--- src/hdl/nx_config.svh ---
`ifndef NX_CONFIG_SVH
`define NX_CONFIG_SVH

// Width of the target address carried in the first beat
`define NX_TARGET_W 8

// Width of one stream beat
`define NX_BUS_W 8

// Full payload width, split into bus-wide chunks
`define NX_PAYLOAD_W 24

// Number of payload chunks
`define NX_CHUNKS 3

// Default number of beats buffered between transmitter and receiver
`define NX_FIFO_DEPTH 4

`endif

--- src/hdl/nx_pkg.sv ---
`include "nx_config.svh"

package nx_pkg;

    // Commands, sent as the second beat of a message
    typedef enum logic [`NX_BUS_W-1:0] {
        NX_OP_READ   = 8'h01,
        NX_OP_WRITE  = 8'h02,
        NX_OP_NOTIFY = 8'h04,
        NX_OP_FLUSH  = 8'h08
    } nx_opcode_t;

    // One request into the transmitter
    typedef struct packed {
        logic [`NX_TARGET_W-1:0]  target;
        nx_opcode_t               command;
        logic [`NX_PAYLOAD_W-1:0] payload;
        logic [`NX_CHUNKS-1:0]    mask;
    } nx_request_t;

    // One beat of the byte stream
    typedef struct packed {
        logic [`NX_BUS_W-1:0] data;
        logic                 last;
    } nx_beat_t;

    // Reassembled message, chunks packed into the low positions
    typedef struct packed {
        logic [`NX_TARGET_W-1:0]  target;
        nx_opcode_t               command;
        logic [`NX_PAYLOAD_W-1:0] payload;
        logic [1:0]               count;
    } nx_message_t;

    typedef enum logic [1:0] {
        NX_TX_TARGET,
        NX_TX_COMMAND,
        NX_TX_PAYLOAD
    } nx_tx_state_t;

    typedef enum logic [1:0] {
        NX_RX_TARGET,
        NX_RX_COMMAND,
        NX_RX_PAYLOAD,
        NX_RX_HOLD
    } nx_rx_state_t;

endpackage

--- src/hdl/nx_transmitter.sv ---
`timescale 1ns/1ns
`include "nx_config.svh"

module nx_transmitter (
    input  logic                clk,
    input  logic                rst,
    input  nx_pkg::nx_request_t req,
    input  logic                req_valid,
    output logic                req_ready,
    output nx_pkg::nx_beat_t    beat,
    output logic                beat_valid,
    input  logic                beat_ready
);

    localparam int CHUNK_IDX_W = $clog2(`NX_CHUNKS);

    nx_pkg::nx_tx_state_t     state_q;
    nx_pkg::nx_tx_state_t     state_d;
    logic [`NX_CHUNKS-1:0]    mask_q;
    logic [`NX_CHUNKS-1:0]    mask_d;
    nx_pkg::nx_opcode_t       command_q;
    nx_pkg::nx_opcode_t       command_d;
    logic [`NX_PAYLOAD_W-1:0] payload_q;
    logic [`NX_PAYLOAD_W-1:0] payload_d;
    nx_pkg::nx_beat_t         beat_q;
    nx_pkg::nx_beat_t         beat_d;
    logic                     beat_valid_q;
    logic                     beat_valid_d;
    logic                     started_q;
    logic                     out_free;
    logic                     req_fire;
    logic [CHUNK_IDX_W-1:0]   pick_idx;

    // Output register can load when empty or being drained this cycle
    assign out_free   = !beat_valid_q || beat_ready;
    assign req_ready  = started_q && (state_q == nx_pkg::NX_TX_TARGET) && out_free;
    assign req_fire   = req_valid && req_ready;
    assign beat       = beat_q;
    assign beat_valid = beat_valid_q;

    // Lowest chunk still pending, scanned from the top so the lowest wins
    always_comb begin : pick_chunk
        pick_idx = '0;
        for (int i = `NX_CHUNKS - 1; i >= 0; i--) begin
            if (mask_q[i]) begin
                pick_idx = CHUNK_IDX_W'(i);
            end
        end
    end

    always_comb begin : next_state
        state_d      = state_q;
        mask_d       = mask_q;
        command_d    = command_q;
        payload_d    = payload_q;
        beat_d       = beat_q;
        beat_valid_d = beat_valid_q;
        if (out_free) begin
            beat_valid_d = 1'b0;
            case (state_q)
                nx_pkg::NX_TX_TARGET: begin
                    // An empty mask is taken and dropped
                    if (req_fire && |req.mask) begin
                        command_d    = req.command;
                        payload_d    = req.payload;
                        mask_d       = req.mask;
                        beat_d.data  = req.target;
                        beat_d.last  = 1'b0;
                        beat_valid_d = 1'b1;
                        state_d      = nx_pkg::NX_TX_COMMAND;
                    end
                end
                nx_pkg::NX_TX_COMMAND: begin
                    beat_d.data  = command_q;
                    beat_d.last  = 1'b0;
                    beat_valid_d = 1'b1;
                    state_d      = nx_pkg::NX_TX_PAYLOAD;
                end
                nx_pkg::NX_TX_PAYLOAD: begin
                    beat_d.data      = payload_q[pick_idx*`NX_BUS_W +: `NX_BUS_W];
                    mask_d[pick_idx] = 1'b0;
                    beat_d.last      = ~|mask_d;
                    beat_valid_d     = 1'b1;
                    if (beat_d.last) begin
                        state_d = nx_pkg::NX_TX_TARGET;
                    end
                end
                default: begin
                    state_d = nx_pkg::NX_TX_TARGET;
                    mask_d  = '0;
                end
            endcase
        end
    end

    always_ff @(posedge clk or posedge rst) begin : tx_ctrl
        if (rst) begin
            state_q      <= nx_pkg::NX_TX_TARGET;
            mask_q       <= '0;
            beat_valid_q <= 1'b0;
            started_q    <= 1'b0;
        end else begin
            state_q      <= state_d;
            mask_q       <= mask_d;
            beat_valid_q <= beat_valid_d;
            // Requests are held off for one cycle out of reset
            started_q    <= 1'b1;
        end
    end

    always_ff @(posedge clk) begin : tx_data
        command_q <= command_d;
        payload_q <= payload_d;
        beat_q    <= beat_d;
    end

    // A stalled beat must not change before the FIFO takes it
    assert property (@(posedge clk) disable iff (rst)
        beat_valid && !beat_ready |=> beat_valid && $stable(beat));

endmodule

--- src/hdl/nx_stream_fifo.sv ---
`timescale 1ns/1ns
`include "nx_config.svh"

module nx_stream_fifo #(
    parameter int DEPTH = `NX_FIFO_DEPTH
) (
    input  logic             clk,
    input  logic             rst,
    input  nx_pkg::nx_beat_t in_beat,
    input  logic             in_valid,
    output logic             in_ready,
    output nx_pkg::nx_beat_t out_beat,
    output logic             out_valid,
    input  logic             out_ready
);

    localparam int PTR_W = (DEPTH > 1) ? $clog2(DEPTH) : 1;
    localparam int CNT_W = $clog2(DEPTH + 1);

    nx_pkg::nx_beat_t mem [DEPTH];
    logic [PTR_W-1:0] wr_ptr;
    logic [PTR_W-1:0] rd_ptr;
    logic [CNT_W-1:0] count;
    logic             push;
    logic             pop;

    assign in_ready  = (count != CNT_W'(DEPTH));
    assign out_valid = (count != '0);
    assign out_beat  = mem[rd_ptr];
    assign push      = in_valid && in_ready;
    assign pop       = out_valid && out_ready;

    always_ff @(posedge clk) begin : fifo_mem
        if (push) begin
            mem[wr_ptr] <= in_beat;
        end
    end

    always_ff @(posedge clk or posedge rst) begin : fifo_ctrl
        if (rst) begin
            wr_ptr <= '0;
            rd_ptr <= '0;
            count  <= '0;
        end else begin
            if (push) begin
                wr_ptr <= (wr_ptr == PTR_W'(DEPTH - 1)) ? '0 : wr_ptr + 1'b1;
            end
            if (pop) begin
                rd_ptr <= (rd_ptr == PTR_W'(DEPTH - 1)) ? '0 : rd_ptr + 1'b1;
            end
            // Simultaneous push and pop leave the count unchanged
            if (push && !pop) begin
                count <= count + 1'b1;
            end else if (pop && !push) begin
                count <= count - 1'b1;
            end
        end
    end

    assert property (@(posedge clk) disable iff (rst)
        count <= CNT_W'(DEPTH));

endmodule

--- src/hdl/nx_receiver.sv ---
`timescale 1ns/1ns
`include "nx_config.svh"

module nx_receiver (
    input  logic                clk,
    input  logic                rst,
    input  nx_pkg::nx_beat_t    beat,
    input  logic                beat_valid,
    output logic                beat_ready,
    output nx_pkg::nx_message_t msg,
    output logic                msg_valid,
    input  logic                msg_ready
);

    nx_pkg::nx_rx_state_t     state_q;
    logic [1:0]               count_q;
    logic [`NX_TARGET_W-1:0]  target_q;
    nx_pkg::nx_opcode_t       command_q;
    logic [`NX_PAYLOAD_W-1:0] payload_q;
    logic                     beat_fire;

    // Stream is stalled while a finished message waits
    assign beat_ready = (state_q != nx_pkg::NX_RX_HOLD);
    assign beat_fire  = beat_valid && beat_ready;
    assign msg_valid  = (state_q == nx_pkg::NX_RX_HOLD);

    always_comb begin : drive_msg
        msg.target  = target_q;
        msg.command = command_q;
        msg.payload = payload_q;
        msg.count   = count_q;
    end

    always_ff @(posedge clk or posedge rst) begin : rx_ctrl
        if (rst) begin
            state_q <= nx_pkg::NX_RX_TARGET;
            count_q <= '0;
        end else begin
            case (state_q)
                nx_pkg::NX_RX_TARGET: begin
                    if (beat_fire) begin
                        count_q <= '0;
                        state_q <= nx_pkg::NX_RX_COMMAND;
                    end
                end
                nx_pkg::NX_RX_COMMAND: begin
                    if (beat_fire) begin
                        state_q <= beat.last ? nx_pkg::NX_RX_HOLD : nx_pkg::NX_RX_PAYLOAD;
                    end
                end
                nx_pkg::NX_RX_PAYLOAD: begin
                    if (beat_fire) begin
                        count_q <= count_q + 1'b1;
                        if (beat.last) begin
                            state_q <= nx_pkg::NX_RX_HOLD;
                        end
                    end
                end
                nx_pkg::NX_RX_HOLD: begin
                    if (msg_ready) begin
                        state_q <= nx_pkg::NX_RX_TARGET;
                    end
                end
                default: begin
                    state_q <= nx_pkg::NX_RX_TARGET;
                end
            endcase
        end
    end

    always_ff @(posedge clk) begin : rx_data
        if (beat_fire) begin
            case (state_q)
                nx_pkg::NX_RX_TARGET: begin
                    target_q  <= beat.data;
                    // Unfilled high chunks read back as zero
                    payload_q <= '0;
                end
                nx_pkg::NX_RX_COMMAND: begin
                    command_q <= nx_pkg::nx_opcode_t'(beat.data);
                end
                nx_pkg::NX_RX_PAYLOAD: begin
                    // Chunks land in arrival order from the bottom up
                    payload_q[count_q*`NX_BUS_W +: `NX_BUS_W] <= beat.data;
                end
                default: begin
                end
            endcase
        end
    end

    // The sender never produces more chunks than the payload holds
    assert property (@(posedge clk) disable iff (rst)
        beat_fire && (state_q == nx_pkg::NX_RX_PAYLOAD) |-> count_q < `NX_CHUNKS);

endmodule

--- src/hdl/nx_link.sv ---
`timescale 1ns/1ns
`include "nx_config.svh"

module nx_link (
    input  logic                clk,
    input  logic                rst,
    input  nx_pkg::nx_request_t req,
    input  logic                req_valid,
    output logic                req_ready,
    output nx_pkg::nx_message_t msg,
    output logic                msg_valid,
    input  logic                msg_ready
);

    // Transmitter to FIFO
    nx_pkg::nx_beat_t tx_beat;
    logic             tx_valid;
    logic             tx_ready;

    // FIFO to receiver
    nx_pkg::nx_beat_t rx_beat;
    logic             rx_valid;
    logic             rx_ready;

    nx_transmitter u_tx (
        .clk        (clk),
        .rst        (rst),
        .req        (req),
        .req_valid  (req_valid),
        .req_ready  (req_ready),
        .beat       (tx_beat),
        .beat_valid (tx_valid),
        .beat_ready (tx_ready)
    );

    nx_stream_fifo #(
        .DEPTH (`NX_FIFO_DEPTH)
    ) u_fifo (
        .clk       (clk),
        .rst       (rst),
        .in_beat   (tx_beat),
        .in_valid  (tx_valid),
        .in_ready  (tx_ready),
        .out_beat  (rx_beat),
        .out_valid (rx_valid),
        .out_ready (rx_ready)
    );

    nx_receiver u_rx (
        .clk        (clk),
        .rst        (rst),
        .beat       (rx_beat),
        .beat_valid (rx_valid),
        .beat_ready (rx_ready),
        .msg        (msg),
        .msg_valid  (msg_valid),
        .msg_ready  (msg_ready)
    );

endmodule

--- config.mk ---
export PLATFORM = sky130hd
export DESIGN_NAME = nx_link
export DESIGN_NICKNAME = d
export VERILOG_FILES = /design/src/hdl/nx_pkg.sv /design/src/hdl/nx_transmitter.sv /design/src/hdl/nx_stream_fifo.sv /design/src/hdl/nx_receiver.sv /design/src/hdl/nx_link.sv
export VERILOG_INCLUDE_DIRS = /design/src /design/src/hdl
export SDC_FILE = /design/constraint.sdc
export NUM_CORES = 1
export LEC_CHECK = 0
export BUFFER_PORTS_ARGS = -buffer_cell sky130_fd_sc_hd__buf_4
export CAP_MARGIN = 15
export CORE_MARGIN = 5
export CORE_UTILIZATION = 50
export DETAILED_ROUTE_END_ITERATION = 10
export GPL_TIMING_DRIVEN = 0
export PLACE_DENSITY = 0.7
export SYNTH_ARGS = -nofsm -noshare
export SYNTH_HDL_FRONTEND = slang
export SYNTH_SLANG_ARGS = --single-unit
--- constraint.sdc ---
create_clock -name clk -period 11.4 [get_ports clk]
set_input_delay 0.57 -clock clk [delete_from_list [all_inputs] [get_ports clk]]
set_output_delay 0.57 -clock clk [all_outputs]
set_load 0.005 [all_outputs]
==> results.json <==
{
  "cts_sinks": 135,
  "worstMarginPinSlew_ps": 1090,
  "synth.yosys.seq_area_share_pct": 69.7,
  "slew_viol_final": 0,
  "die_area_um2": 13600,
  "p_leak_uw": 0.00273,
  "first_pass_iters": 5,
  "grt_max_degree": 27,
  "post-route-period-util_pct": 22.8,
  "viasPerCell": 5.27,
  "grt_pass1_wl_um": 17000,
  "drt_first_iter_violations": 249,
  "synth-async-reset-ratio_pct": 13.3,
  "synth_area_per_cell_um2": 14.8,
  "die_y_um": 117,
  "antennaDiodeCount": 0,
  "crit_top_cell": "clkbuf_1",
  "clock_latency_ps": 410,
  "holdWs_ps": 277,
  "synth_edf_count": 117,
  "skew_ps": 8.95,
  "final_antenna_net_count": 0,
  "layout-drive-gt1-share_pct": 28.5,
  "crit_fanout": 10,
  "cts_buffer_depth": 2,
  "fin_nets": 564,
  "synth_area_um2": 5680,
  "synthAdderAreaFrac_pct": 4.93,
  "die_w_um": 117,
  "htree_num_levels": 4,
  "tns_ps": 0,
  "pin_count": 91,
  "critPathRequiredTime_ps": 11440,
  "total_power_uw": 2150,
  "yosys_warnings": 0,
  "cts_tree": "built",
  "ys_ff_latch": 135,
  "min_path_type": "in -> async",
  "peakVddDrop_v": 0.000147,
  "synthCells": 385,
  "endpoint_kind": "flop",
  "crit_buf_inv": 3,
  "vias": 3438,
  "max_stage_delay_ps": 550,
  "period_needed_ps": 2600,
  "drc_errors": 0,
  "worstSetupStartpointType": "flop",
  "synthesis.nets": 453,
  "synth_top_family_by_area": "simple AND/OR/NAND/NOR gates",
  "path_delay_family": "buffers and inverters",
  "n_fill_cell": 816,
  "fmax_mhz": 384,
  "grt_overflow": 0,
  "floorplan.initialDensity_pct": 50.4,
  "final_cell_mix": "edfxtp_1 (117), buf_4 (91), nor2_1 (43), nor2b_1 (25), a21oi_1 (25)",
  "rsz0062_at_grt": "false",
  "areaGrowthSynthToFinish_pct": 25.7,
  "core-area_um2": 11300,
  "dp_hpwl_um": 7660,
  "cts.clk_slew.worst_paths_ps": 60,
  "drv_cap": 0,
  "slew_headroom_pct": 27.5,
  "cts_hold_buf": 0,
  "yosysUniqueCellTypes": 52,
  "avgRoutedWirePerCell_um": 16.5,
  "status": "complete, no violations",
  "yosys.area_share.simple_pct": 9.24,
  "place.gp.congestion": 0.754,
  "finalSetupViolCount": 0,
  "cts_resized": 0,
  "synth_compound_area_share_pct": 8.94,
  "synth_top_cell_area_share_pct": 61.8,
  "final_area_um2": 7150,
  "grt_antenna_before_repair": 0,
  "p_per_area_nw_per_um2": 301,
  "muxShareOfSynthArea_pct": 4.14,
  "drt_wl_total_um": 10700,
  "grt_pass1_vias": 3426,
  "groute.usage.overall_pct": 16.6,
  "io_buffers": 90,
  "post_dp_cell_area_um2": 6570,
  "synth_ff_type": "edfxtp_1",
  "hold_violations": 0,
  "root_buffer": "clkbuf_16",
  "num_rows": 39,
  "slowest_stage": "nor2_1",
  "final_common_cell": "edfxtp_1",
  "cp.arrival_ps": 2650,
  "synth_xor_area_share_pct": 0.462,
  "crit_type": "reg -> reg",
  "synth.area.top_cells": "edfxtp_1 (62%), dfrtp_1 (7.9%), ha_1 (4.4%)",
  "path_cells": "inv_1, ha_1, clkbuf_1, clkbuf_1, a21oi_1, nor2_1",
  "synth_largest_area_cell": "edfxtp_1",
  "cts_buffers": 17,
  "postCtsSetupBuffers": 0
}
-- Yosys cell counts (2+ instances only) --
cell type and n:
edfxtp_1 117, nor2_1 43, a21oi_1 25, nor2b_1 25, ha_1 20, inv_1 20
nand2_1 19, dfrtp_1 18, mux4_2 9, a2bb2oi_1 8, a31oi_1 8, clkbuf_1 8
o221ai_1 8, and2_1 6, inv_2 3, o21ai_0 3, o21ai_1 3, a32o_1 2
buf_1 2, buf_2 2, mux2_1 2, nor3_1 2, o22ai_1 2, xor2_1 2
-- registers in the layout (all words and copies together) (netlist names), 3 cells and up --
register        count
u_tx.mask_q         3
u_fifo.count        3
u_tx.payload_q     24
u_rx.target_q       8
u_tx.beat           9
u_tx.command_q      8
u_fifo.mem         36
u_rx.command_q      8
u_rx.payload_q     24
-- path summary, 6_finish.rpt --
path | startpoint | end | slack, ps | depth (start not counted)
worst max-delay path | u_tx.state_q[0] | u_tx.beat[0] | 8800 | 6
worst min-delay path | rst | u_tx.started_q | 280 | 2
worst max register to register | u_tx.state_q[0] | u_tx.beat[0] | 8800 | 6
worst min register to register | u_tx.beat[3] | u_fifo.mem[3][3] | 490 | 0
max in group asynchronous | rst | u_rx.count_q[1] | 10670 | 2
min in group clk | req[25] | u_tx.payload_q[22] | 330 | 1
-- metrics by stage --
step	utilization [%]	worst slack, ps	cells
3_5_place_dp	58.3	8760	620
5_1_grt	63.4	8550	652
4_1_cts	63.4	8740	652
3_3_place_gp	58.0	6910	618
2_1_floorplan	-	7740	385
6_report	63.4	8800	652
-- area by class of cell --
class	count	area (µm²)	share of cell area [%]
clock buffers	18	429	6.00
flip-flops and latches	135	3960	55.5
repair buffers	92	702	9.82
multi-input cells	214	1580	22.2
plain buffers	13	55.1	0.770
clock inverters	14	148	2.07
inverters	23	86.3	1.21
well taps	143	179	2.50
-- worst reg2reg max path, cell delays in order, from the launching register on --
cell and delay [ps]:
dfrtp_1 400, inv_1 110, ha_1 290, clkbuf_1 360
clkbuf_1 410, a21oi_1 130, nor2_1 550
-- metal layers --
layer / vias up / global-route usage [%] / share of wire (%)
li1: 1648 / - / -
met1: 1649 / 20.4 / 41
met2: 124 / 27.6 / 50
met3: 17 / 4.72 / 7.6
met4: 0 / 7.34 / 1.7
met5: - / 0 / 0
-- kinds of logic (layout without fill, tap and decap cells) --
family | Yosys count | in the layout
fa+ha+maj | 22 | 22
buf+inv | 36 | 160
compound gates | 72 | 72
other cells | 1 | 1
xor+xnor | 3 | 3
flops | 135 | 135
simple gates | 104 | 104
mux | 12 | 12
-- power by group --
group,internal (µW),switching (µW)
Clock,324,206
Sequential,798,89.2
Combinational,317,420
Total,1440,716
(Power assumes the default switching activity.)
